<file path="src/hdl/rd_demux_pkg.sv">
// default sizes shared by the read demultiplexer blocks
// fixed AR burst length width
// helper constants for the per-ID in-flight counters

package rd_demux_pkg;

  // ------------------------------------------------
  // default sizes, overridden from the top level
  // ------------------------------------------------
  // master ports behind the demux
  localparam int unsigned NUM_MST_PORTS_DEF = 4;
  // full AR and R ID width
  localparam int unsigned ID_WIDTH_DEF      = 4;
  // low ID bits tracked by the table, one counter per value
  localparam int unsigned LOOK_BITS_DEF     = 2;
  // in-flight counter width per tracked ID
  localparam int unsigned CNT_WIDTH_DEF     = 3;
  localparam int unsigned ADDR_WIDTH_DEF    = 32;
  localparam int unsigned DATA_WIDTH_DEF    = 32;

  // AXI burst length field, not configurable
  localparam int unsigned LEN_WIDTH = 8;

  // ------------------------------------------------
  // counter helpers
  // ------------------------------------------------
  // reads issued by one push or retired by one pop
  localparam int unsigned CNT_STEP         = 1;
  // outstanding reads per ID before the table reports full
  localparam int unsigned MAX_INFLIGHT_DEF = (1 << CNT_WIDTH_DEF) - 1;
  // narrowest select or grant index, also used with a single port
  localparam int unsigned SEL_WIDTH_MIN    = 1;

endpackage

</file>
<file path="src/hdl/ar_dispatch.sv">
// AR admission check against the per-ID in-flight table
// valid lock held until the chosen master accepts
// payload broadcast and one-hot valid towards the master ports

`timescale 1ns/1ps

module ar_dispatch #(
  parameter int unsigned NumMstPorts = rd_demux_pkg::NUM_MST_PORTS_DEF,
  parameter int unsigned IdWidth     = rd_demux_pkg::ID_WIDTH_DEF,
  parameter int unsigned AddrWidth   = rd_demux_pkg::ADDR_WIDTH_DEF,
  localparam int unsigned SelWidth   = (NumMstPorts > 1) ? $clog2(NumMstPorts)
                                                         : rd_demux_pkg::SEL_WIDTH_MIN,
  localparam int unsigned LenWidth   = rd_demux_pkg::LEN_WIDTH
) (
  input  logic                              clk_i,
  input  logic                              rst_n_i,
  // slave AR request
  input  logic                              slv_ar_valid_i,
  output logic                              slv_ar_ready_o,
  input  logic [IdWidth-1:0]                slv_ar_id_i,
  input  logic [AddrWidth-1:0]              slv_ar_addr_i,
  input  logic [LenWidth-1:0]               slv_ar_len_i,
  input  logic [SelWidth-1:0]               slv_ar_select_i,
  // ID table lookup and update
  input  logic [SelWidth-1:0]               lookup_sel_i,
  input  logic                              lookup_busy_i,
  input  logic                              full_i,
  output logic                              push_o,
  // master AR ports, one slice each
  output logic [NumMstPorts-1:0]            mst_ar_valid_o,
  input  logic [NumMstPorts-1:0]            mst_ar_ready_i,
  output logic [NumMstPorts*IdWidth-1:0]    mst_ar_id_o,
  output logic [NumMstPorts*AddrWidth-1:0]  mst_ar_addr_o,
  output logic [NumMstPorts*LenWidth-1:0]   mst_ar_len_o
);
  import rd_demux_pkg::*;

  // admission and handshake
  logic admit;
  logic sel_ready;
  logic ar_valid;
  // valid lock
  logic lock_q;
  logic lock_d;

  // ------------------------------------------------
  // admission
  // ------------------------------------------------
  // free counters, and either an idle ID or the same port as the reads in flight
  assign admit = !full_i && (!lookup_busy_i || (slv_ar_select_i == lookup_sel_i));

  // ready of the port the select names
  always_comb begin
    sel_ready = 1'b0;
    for (int i = 0; i < NumMstPorts; i++) begin
      if (slv_ar_select_i == SelWidth'(i)) begin
        sel_ready = mst_ar_ready_i[i];
      end
    end
  end

  // ------------------------------------------------
  // handshake and valid lock
  // ------------------------------------------------
  always_comb begin
    ar_valid       = 1'b0;
    slv_ar_ready_o = 1'b0;
    push_o         = 1'b0;
    lock_d         = lock_q;
    if (lock_q) begin
      // offered earlier, keep it up regardless of the table
      ar_valid = 1'b1;
      if (sel_ready) begin
        slv_ar_ready_o = 1'b1;
        push_o         = 1'b1;
        lock_d         = 1'b0;
      end
    end else if (slv_ar_valid_i && admit) begin
      ar_valid = 1'b1;
      if (sel_ready) begin
        slv_ar_ready_o = 1'b1;
        push_o         = 1'b1;
      end else begin
        // master stalls, hold the decision
        lock_d = 1'b1;
      end
    end
  end

  always_ff @(posedge clk_i or negedge rst_n_i) begin
    if (!rst_n_i) begin
      lock_q <= 1'b0;
    end else begin
      lock_q <= lock_d;
    end
  end

  // ------------------------------------------------
  // master side
  // ------------------------------------------------
  // only the selected port sees valid
  always_comb begin
    for (int i = 0; i < NumMstPorts; i++) begin
      mst_ar_valid_o[i] = ar_valid && (slv_ar_select_i == SelWidth'(i));
    end
  end

  // same payload on every port
  for (genvar i = 0; i < NumMstPorts; i++) begin : gen_ar_payload
    assign mst_ar_id_o[i*IdWidth +: IdWidth]       = slv_ar_id_i;
    assign mst_ar_addr_o[i*AddrWidth +: AddrWidth] = slv_ar_addr_i;
    assign mst_ar_len_o[i*LEN_WIDTH +: LEN_WIDTH]  = slv_ar_len_i;
  end

  // offered valid stays on the same master port until that port took the AR
  a_ar_valid_held : assert property (@(posedge clk_i) disable iff (!rst_n_i)
    (ar_valid && !sel_ready) |=> (mst_ar_valid_o == $past(mst_ar_valid_o)))
    else $error("AR valid to master dropped without a transfer");

  // select must name an existing port while a request is offered
  a_ar_select_range : assert property (@(posedge clk_i) disable iff (!rst_n_i)
    slv_ar_valid_i |-> (slv_ar_select_i < NumMstPorts))
    else $error("AR select %0d beyond the last master port", slv_ar_select_i);

endmodule

</file>
<file path="src/hdl/rd_id_table.sv">
// per-ID in-flight read counters
// stored master port select for each tracked ID
// lookup of select, busy and full for the AR in front

`timescale 1ns/1ps

module rd_id_table #(
  parameter int unsigned NumMstPorts = rd_demux_pkg::NUM_MST_PORTS_DEF,
  parameter int unsigned LookBits    = rd_demux_pkg::LOOK_BITS_DEF,
  parameter int unsigned CntWidth    = rd_demux_pkg::CNT_WIDTH_DEF,
  localparam int unsigned SelWidth   = (NumMstPorts > 1) ? $clog2(NumMstPorts)
                                                         : rd_demux_pkg::SEL_WIDTH_MIN
) (
  input  logic                clk_i,
  input  logic                rst_n_i,
  // lookup, also the ID that a push counts up
  input  logic [LookBits-1:0] lookup_id_i,
  output logic [SelWidth-1:0] lookup_sel_o,
  output logic                lookup_busy_o,
  output logic                full_o,
  // AR transfer
  input  logic                push_i,
  input  logic [SelWidth-1:0] push_sel_i,
  // last R beat on the slave side
  input  logic                pop_i,
  input  logic [LookBits-1:0] pop_id_i
);
  import rd_demux_pkg::*;

  localparam int unsigned NumIds = 1 << LookBits;

  // in-flight count and target port per tracked ID
  logic [CntWidth-1:0] cnt_q [NumIds];
  logic [SelWidth-1:0] sel_q [NumIds];
  // per-ID status
  logic [NumIds-1:0]   busy;
  logic [NumIds-1:0]   cnt_full;

  // ------------------------------------------------
  // lookup
  // ------------------------------------------------
  assign lookup_sel_o  = sel_q[lookup_id_i];
  assign lookup_busy_o = busy[lookup_id_i];
  // any saturated counter blocks all new ARs
  assign full_o        = |cnt_full;

  // ------------------------------------------------
  // counters
  // ------------------------------------------------
  for (genvar i = 0; i < NumIds; i++) begin : gen_id
    logic push_hit;
    logic pop_hit;

    assign push_hit = push_i && (lookup_id_i == LookBits'(i));
    assign pop_hit  = pop_i && (pop_id_i == LookBits'(i));

    // push and pop on the same ID cancel out
    always_ff @(posedge clk_i or negedge rst_n_i) begin
      if (!rst_n_i) begin
        cnt_q[i] <= '0;
      end else if (push_hit && !pop_hit) begin
        cnt_q[i] <= cnt_q[i] + CntWidth'(CNT_STEP);
      end else if (pop_hit && !push_hit) begin
        cnt_q[i] <= cnt_q[i] - CntWidth'(CNT_STEP);
      end
    end

    // port taken on every push, only meaningful while busy
    always_ff @(posedge clk_i) begin
      if (push_hit) begin
        sel_q[i] <= push_sel_i;
      end
    end

    assign busy[i]     = |cnt_q[i];
    assign cnt_full[i] = &cnt_q[i];

    // a last beat must belong to a read that went through the dispatcher
    a_no_underflow : assert property (@(posedge clk_i) disable iff (!rst_n_i)
      pop_hit |-> (cnt_q[i] != '0))
      else $error("pop on idle ID %0d", i);
  end

endmodule

</file>
<file path="src/hdl/r_arbiter.sv">
// round-robin arbiter for R beats from the master ports
// grant held while the slave stalls, pointer moves past each winner
// pop of the ID table on every last beat transfer

`timescale 1ns/1ps

module r_arbiter #(
  parameter int unsigned NumMstPorts = rd_demux_pkg::NUM_MST_PORTS_DEF,
  parameter int unsigned IdWidth     = rd_demux_pkg::ID_WIDTH_DEF,
  parameter int unsigned DataWidth   = rd_demux_pkg::DATA_WIDTH_DEF,
  parameter int unsigned LookBits    = rd_demux_pkg::LOOK_BITS_DEF
) (
  input  logic                             clk_i,
  input  logic                             rst_n_i,
  // master R ports, one slice each
  input  logic [NumMstPorts-1:0]           mst_r_valid_i,
  output logic [NumMstPorts-1:0]           mst_r_ready_o,
  input  logic [NumMstPorts*IdWidth-1:0]   mst_r_id_i,
  input  logic [NumMstPorts*DataWidth-1:0] mst_r_data_i,
  input  logic [NumMstPorts-1:0]           mst_r_last_i,
  // slave R port
  output logic                             slv_r_valid_o,
  input  logic                             slv_r_ready_i,
  output logic [IdWidth-1:0]               slv_r_id_o,
  output logic [DataWidth-1:0]             slv_r_data_o,
  output logic                             slv_r_last_o,
  // retire one read in the ID table
  output logic                             pop_o,
  output logic [LookBits-1:0]              pop_id_o
);
  import rd_demux_pkg::*;

  localparam int unsigned IdxWidth = (NumMstPorts > 1) ? $clog2(NumMstPorts) : SEL_WIDTH_MIN;

  // round-robin pointer and grant lock
  logic [IdxWidth-1:0] rr_q;
  logic                lock_q;
  logic [IdxWidth-1:0] lock_idx_q;
  // arbitration result
  logic [IdxWidth-1:0] arb_idx;
  logic [IdxWidth-1:0] gnt_idx;
  logic                xfer;

  // ------------------------------------------------
  // arbitration
  // ------------------------------------------------
  // first valid port at or after the pointer, pointer itself when none
  always_comb begin
    int unsigned cand;
    logic        found;
    found   = 1'b0;
    arb_idx = rr_q;
    for (int unsigned k = 0; k < NumMstPorts; k++) begin
      cand = (int'(rr_q) + k) % NumMstPorts;
      if (!found && mst_r_valid_i[cand]) begin
        found   = 1'b1;
        arb_idx = IdxWidth'(cand);
      end
    end
  end

  // a stalled beat keeps its grant
  assign gnt_idx = lock_q ? lock_idx_q : arb_idx;

  // ------------------------------------------------
  // beat forwarding
  // ------------------------------------------------
  assign slv_r_valid_o = mst_r_valid_i[gnt_idx];
  assign slv_r_id_o    = mst_r_id_i[gnt_idx*IdWidth +: IdWidth];
  assign slv_r_data_o  = mst_r_data_i[gnt_idx*DataWidth +: DataWidth];
  assign slv_r_last_o  = mst_r_last_i[gnt_idx];

  // ready only towards the granted master
  always_comb begin
    for (int i = 0; i < NumMstPorts; i++) begin
      mst_r_ready_o[i] = slv_r_valid_o && slv_r_ready_i && (gnt_idx == IdxWidth'(i));
    end
  end

  assign xfer     = slv_r_valid_o && slv_r_ready_i;
  assign pop_o    = xfer && slv_r_last_o;
  assign pop_id_o = slv_r_id_o[LookBits-1:0];

  always_ff @(posedge clk_i or negedge rst_n_i) begin
    if (!rst_n_i) begin
      rr_q       <= '0;
      lock_q     <= 1'b0;
      lock_idx_q <= '0;
    end else begin
      lock_q     <= slv_r_valid_o && !slv_r_ready_i;
      lock_idx_q <= gnt_idx;
      // next priority goes to the port after the winner
      if (xfer) begin
        rr_q <= (gnt_idx == IdxWidth'(NumMstPorts - 1)) ? '0 : gnt_idx + 1'b1;
      end
    end
  end

  // stalled beat on the slave side is held unchanged
  a_r_stable : assert property (@(posedge clk_i) disable iff (!rst_n_i)
    (slv_r_valid_o && !slv_r_ready_i) |=>
      (slv_r_valid_o && $stable(slv_r_id_o) && $stable(slv_r_data_o) &&
       $stable(slv_r_last_o)))
    else $error("R beat changed while the slave stalled");

endmodule

</file>
<file path="src/hdl/rd_demux_top.sv">
// read demultiplexer top level
// AR dispatcher, per-ID in-flight table and R arbiter

`timescale 1ns/1ps

module rd_demux_top #(
  parameter int unsigned NumMstPorts = rd_demux_pkg::NUM_MST_PORTS_DEF,
  parameter int unsigned IdWidth     = rd_demux_pkg::ID_WIDTH_DEF,
  parameter int unsigned LookBits    = rd_demux_pkg::LOOK_BITS_DEF,
  parameter int unsigned CntWidth    = rd_demux_pkg::CNT_WIDTH_DEF,
  parameter int unsigned AddrWidth   = rd_demux_pkg::ADDR_WIDTH_DEF,
  parameter int unsigned DataWidth   = rd_demux_pkg::DATA_WIDTH_DEF,
  localparam int unsigned SelWidth   = (NumMstPorts > 1) ? $clog2(NumMstPorts)
                                                         : rd_demux_pkg::SEL_WIDTH_MIN,
  localparam int unsigned LenWidth   = rd_demux_pkg::LEN_WIDTH
) (
  input  logic                             clk_i,
  input  logic                             rst_n_i,
  // slave AR
  input  logic                             slv_ar_valid_i,
  output logic                             slv_ar_ready_o,
  input  logic [IdWidth-1:0]               slv_ar_id_i,
  input  logic [AddrWidth-1:0]             slv_ar_addr_i,
  input  logic [LenWidth-1:0]              slv_ar_len_i,
  input  logic [SelWidth-1:0]              slv_ar_select_i,
  // slave R
  output logic                             slv_r_valid_o,
  input  logic                             slv_r_ready_i,
  output logic [IdWidth-1:0]               slv_r_id_o,
  output logic [DataWidth-1:0]             slv_r_data_o,
  output logic                             slv_r_last_o,
  // master AR, one slice per port
  output logic [NumMstPorts-1:0]           mst_ar_valid_o,
  input  logic [NumMstPorts-1:0]           mst_ar_ready_i,
  output logic [NumMstPorts*IdWidth-1:0]   mst_ar_id_o,
  output logic [NumMstPorts*AddrWidth-1:0] mst_ar_addr_o,
  output logic [NumMstPorts*LenWidth-1:0]  mst_ar_len_o,
  // master R, one slice per port
  input  logic [NumMstPorts-1:0]           mst_r_valid_i,
  output logic [NumMstPorts-1:0]           mst_r_ready_o,
  input  logic [NumMstPorts*IdWidth-1:0]   mst_r_id_i,
  input  logic [NumMstPorts*DataWidth-1:0] mst_r_data_i,
  input  logic [NumMstPorts-1:0]           mst_r_last_i
);
  import rd_demux_pkg::*;

  // table lookup for the AR in front
  logic [SelWidth-1:0] lookup_sel;
  logic                lookup_busy;
  logic                id_full;
  // table updates
  logic                ar_push;
  logic                r_pop;
  logic [LookBits-1:0] r_pop_id;

  // ------------------------------------------------
  // AR path
  // ------------------------------------------------
  ar_dispatch #(
    .NumMstPorts ( NumMstPorts ),
    .IdWidth     ( IdWidth     ),
    .AddrWidth   ( AddrWidth   )
  ) i_ar_dispatch (
    .clk_i           ( clk_i           ),
    .rst_n_i         ( rst_n_i         ),
    .slv_ar_valid_i  ( slv_ar_valid_i  ),
    .slv_ar_ready_o  ( slv_ar_ready_o  ),
    .slv_ar_id_i     ( slv_ar_id_i     ),
    .slv_ar_addr_i   ( slv_ar_addr_i   ),
    .slv_ar_len_i    ( slv_ar_len_i    ),
    .slv_ar_select_i ( slv_ar_select_i ),
    .lookup_sel_i    ( lookup_sel      ),
    .lookup_busy_i   ( lookup_busy     ),
    .full_i          ( id_full         ),
    .push_o          ( ar_push         ),
    .mst_ar_valid_o  ( mst_ar_valid_o  ),
    .mst_ar_ready_i  ( mst_ar_ready_i  ),
    .mst_ar_id_o     ( mst_ar_id_o     ),
    .mst_ar_addr_o   ( mst_ar_addr_o   ),
    .mst_ar_len_o    ( mst_ar_len_o    )
  );

  // in-flight reads per low ID bits
  rd_id_table #(
    .NumMstPorts ( NumMstPorts ),
    .LookBits    ( LookBits    ),
    .CntWidth    ( CntWidth    )
  ) i_rd_id_table (
    .clk_i         ( clk_i                    ),
    .rst_n_i       ( rst_n_i                  ),
    .lookup_id_i   ( slv_ar_id_i[LookBits-1:0] ),
    .lookup_sel_o  ( lookup_sel               ),
    .lookup_busy_o ( lookup_busy              ),
    .full_o        ( id_full                  ),
    .push_i        ( ar_push                  ),
    .push_sel_i    ( slv_ar_select_i          ),
    .pop_i         ( r_pop                    ),
    .pop_id_i      ( r_pop_id                 )
  );

  // ------------------------------------------------
  // R path
  // ------------------------------------------------
  r_arbiter #(
    .NumMstPorts ( NumMstPorts ),
    .IdWidth     ( IdWidth     ),
    .DataWidth   ( DataWidth   ),
    .LookBits    ( LookBits    )
  ) i_r_arbiter (
    .clk_i         ( clk_i         ),
    .rst_n_i       ( rst_n_i       ),
    .mst_r_valid_i ( mst_r_valid_i ),
    .mst_r_ready_o ( mst_r_ready_o ),
    .mst_r_id_i    ( mst_r_id_i    ),
    .mst_r_data_i  ( mst_r_data_i  ),
    .mst_r_last_i  ( mst_r_last_i  ),
    .slv_r_valid_o ( slv_r_valid_o ),
    .slv_r_ready_i ( slv_r_ready_i ),
    .slv_r_id_o    ( slv_r_id_o    ),
    .slv_r_data_o  ( slv_r_data_o  ),
    .slv_r_last_o  ( slv_r_last_o  ),
    .pop_o         ( r_pop         ),
    .pop_id_o      ( r_pop_id      )
  );

endmodule

</file>
<file path="config.mk">
export PLATFORM = sky130hd
export DESIGN_NAME = rd_demux_top
export DESIGN_NICKNAME = d
export VERILOG_FILES = /design/src/hdl/rd_demux_pkg.sv /design/src/hdl/ar_dispatch.sv /design/src/hdl/rd_id_table.sv /design/src/hdl/r_arbiter.sv /design/src/hdl/rd_demux_top.sv
export SDC_FILE = /design/constraint.sdc
export NUM_CORES = 1
export LEC_CHECK = 0
export BUFFER_PORTS_ARGS = -buffer_cell sky130_fd_sc_hd__buf_2
export CORE_AREA = 5 5 166 168
export CTS_CLUSTER_DIAMETER = 60
export DETAILED_ROUTE_END_ITERATION = 10
export DIE_AREA = 0 0 171 173
export GPL_TIMING_DRIVEN = 0
export PLACE_DENSITY = 0.47
export SYNTH_ARGS = -nofsm -noshare
export SYNTH_HDL_FRONTEND = slang
export SYNTH_SLANG_ARGS = --single-unit
</file>
<file path="constraint.sdc">
create_clock -name clk_i -period 7.05 [get_ports clk_i]
set_input_delay 1.41 -clock clk_i [delete_from_list [all_inputs] [get_ports clk_i]]
set_output_delay 1.41 -clock clk_i [all_outputs]
set_load 0.1 [all_outputs]
</file>
==> out/metrics.cfg <==
[clocking]
cts_tree = built
cts_hold_buffers = 0
root_buffer = clkbuf_16
postCtsSetupBuffers = 0
clkSinkCount = 26
clk_path_buf_depth = 2
numCtsBuffers = 3
post_cts_resized = 0
clk_pin_slew_worst_paths_ps = 60
insertion_delay_ps = 260
h-tree-depth = 1

[grt]
grt_pass1_vias = 4981
antenna_found_initial = 3
grt.overflow.total = 0
grt_usage_pct = 14.3
grt_max_degree = 19
grt_pass1_wl_mm = 31.8

[worst_setup_path]
crit_top_cell = buf_2
cp-startpoint = mst_r_valid_i[2]
worstSetupPathType = primary input to output pin
crit_required_ps = 5640
critPathMaxStageDelay_ps = 520
end_kind = output pin
critPathArrivalTime_ps = 4720
r2r_setup_slack_ps = 3380
critPathLaunchType = primary input
cp_max_fo = 12
r2r_end = i_rd_id_table.cnt_q[10]$_DFFE_PN0P_
reg2reg_from = i_r_arbiter.rr_q[0]$_DFFE_PN0P_
critPathSlowestCell = buf_2
ff2ff_path_depth = 10
crit_end = slv_r_data_o[27]
path_cells = buf_2 > nor2b_1 > or3_1 > o221ai_1 > buf_2 > clkinv_1 > clkbuf_1 > a31oi_1 > buf_2

[detailed_routing]
via_count = 4822
antenna_left = 0
wl_mm = 22.7
wl_per_cell_um = 17.8
drcViolationCount = 0
firstDrtPassIters = 7
drt_iter0_markers = 183
via_per_inst = 3.78

[die]
fp-row-count = 59
die_w_um = 171
coreArea_mm2 = 0.0258
start_util_pct = 15.8
boundaryPins = 429
design.die.area_mm2 = 0.0296
die_y_um = 173

[logic_synthesis]
async_reset_ff_share_pct = 69.2
yosys.area.top_type_share_pct = 32.5
synth_flop_cell = dfrtp_1
syn_inst = 550
synth_nets = 768
yosysMostFrequentCell = buf_4
yosys-top-cells-area = buf_4, nand2_1, dfrtp_1
synth_commonest_cells = buf_4, nand2_1, and3_1
syn_avg_cell_area_um2 = 7.42
synth-edff-count = 8
seq_area_frac_synth_pct = 16.9
syn_area_mm2 = 0.00408
yosys.area.top_type = buf_4
ys_seq_elements = 26
yosysWarnings = 0
synth_cell_types = 46

[timing]
worstMarginPinSlew_ps = 795
tns_ps = 0
timing.fmax_mhz = 163
period_share_pct = 87.0
min_period_ps = 6130
slew_violations = 0
setup_viol = 0
hold_violations = 0
slew_headroom_pct = 47.0
rsz0062_at_grt = false
skew_ps = 2.56

[finish]
final-seq-area_um2 = 691
layout-drive-gt1-share_pct = 62.4
fillers = 2909
nNetsFinal = 1157
area_growth_pct = 60.0
multiInputGateArea_mm2 = 0.00191

[min_path]
min_path_type = flop to flop

[run]
maxCapViolations = 0

[place]
place_congestion = 0.811
post-dp-hpwl_mm = 20.4
numPortBuffers = 384

[outcome]
status = completed

==> state kept, by name, summed over array words and instances (netlist names) <==
register                flops
i_ar_dispatch.lock_q        1
i_r_arbiter.lock_idx_q      2
i_rd_id_table.sel_q         8
i_rd_id_table.cnt_q        12
i_r_arbiter.rr_q            2
i_r_arbiter.lock_q          1
==> layout make-up <==
cell class,count,share of cell area (%)
antenna,1,0.0383
buffer,201,21.9
clock buffer,3,1.15
clock inverter,1,0.460
inverter,11,0.747
multi-input combinational,312,29.3
sequential,26,10.6
tap,335,6.42
timing repair buffer,384,29.4
==> layer usage <==
layer | vias to the layer above | global-route usage [%] | part of all wire (%)
li1 | 2425 | - | -
met1 | 2164 | 15.1 | 35
met2 | 209 | 28.6 | 56
met3 | 20 | 3.04 | 6.9
met4 | 4 | 2.71 | 1.9
met5 | - | 0 | 0.092
==> critical path: cells and delay by family <==
family	cells	cell delay (ps)
buf+inv	5	1850
compound gates	2	980
simple gates	2	460
==> kinds of logic (layout without fill, tap and decap cells) <==
group,count (synthesis),after routing,share of synthesized area (%)
AOI/OAI and AO/OA,47,47,7.69
xor gates and xnor gates,14,14,3.00
adders and majority gates,12,12,4.41
buffers and inverters,212,600,36.3
DFF,26,26,16.9
muxes,20,20,6.37
other,0,1,0
and+or+nand+nor,219,219,25.3
==> metrics by stage <==
stage               cells  utilization (%)  instance area (µm²)  setup slack (ps)  hold WS [ps]
finish               1274             25.4                 6530               916           502
global route         1273             25.3                 6530               641           522
floorplan             550                -                 4080               747           457
CTS                  1273             25.3                 6530               744           503
detailed placement   1269             24.9                 6420               743           479
global placement     1269             24.9                 6420               724           479
==> layout by cell type, fill, tap and decap left out, drive strengths merged, types with 2 or more instances in the layout <==
| cell type | Yosys | layout |
|---|---|---|
| a21oi | 4 | 4 |
| a31oi | 35 | 35 |
| fa | 4 | 4 |
| and2 | 4 | 4 |
| ha | 8 | 8 |
| dfrtp | 18 | 18 |
| nor4 | 2 | 2 |
| nand2 | 140 | 140 |
| and3 | 37 | 37 |
| mux2 | 5 | 5 |
| nor2 | 9 | 9 |
| clkbuf | 15 | 18 |
| nand4 | 2 | 2 |
| nor2b | 3 | 3 |
| nor3b | 4 | 4 |
| mux2i | 11 | 11 |
| edfxtp | 8 | 8 |
| nand2b | 4 | 4 |
| xor2 | 8 | 8 |
| inv | 10 | 10 |
| nand3 | 2 | 2 |
| nor3 | 6 | 6 |
| mux4 | 4 | 4 |
| xnor2 | 6 | 6 |
| nand4b | 2 | 2 |
| buf | 186 | 570 |
==> worst min-delay path by stage <==
stage	slack, ps	cells past startpoint	startpoint	end
after floorplan	460	1	i_rd_id_table.cnt_q[5]$_DFFE_PN0P_	i_rd_id_table.cnt_q[5]$_DFFE_PN0P_
after global placement	480	1	i_rd_id_table.cnt_q[5]$_DFFE_PN0P_	i_rd_id_table.cnt_q[5]$_DFFE_PN0P_
after detailed placement	480	1	i_rd_id_table.cnt_q[5]$_DFFE_PN0P_	i_rd_id_table.cnt_q[5]$_DFFE_PN0P_
after CTS	500	1	i_rd_id_table.cnt_q[8]$_DFFE_PN0P_	i_rd_id_table.cnt_q[8]$_DFFE_PN0P_
after global routing	520	1	i_rd_id_table.cnt_q[8]$_DFFE_PN0P_	i_rd_id_table.cnt_q[8]$_DFFE_PN0P_
final	500	1	i_rd_id_table.cnt_q[8]$_DFFE_PN0P_	i_rd_id_table.cnt_q[8]$_DFFE_PN0P_
Power is not shown: default switching activity piles up to over one toggle a cycle in this logic, so the estimate is an artifact.
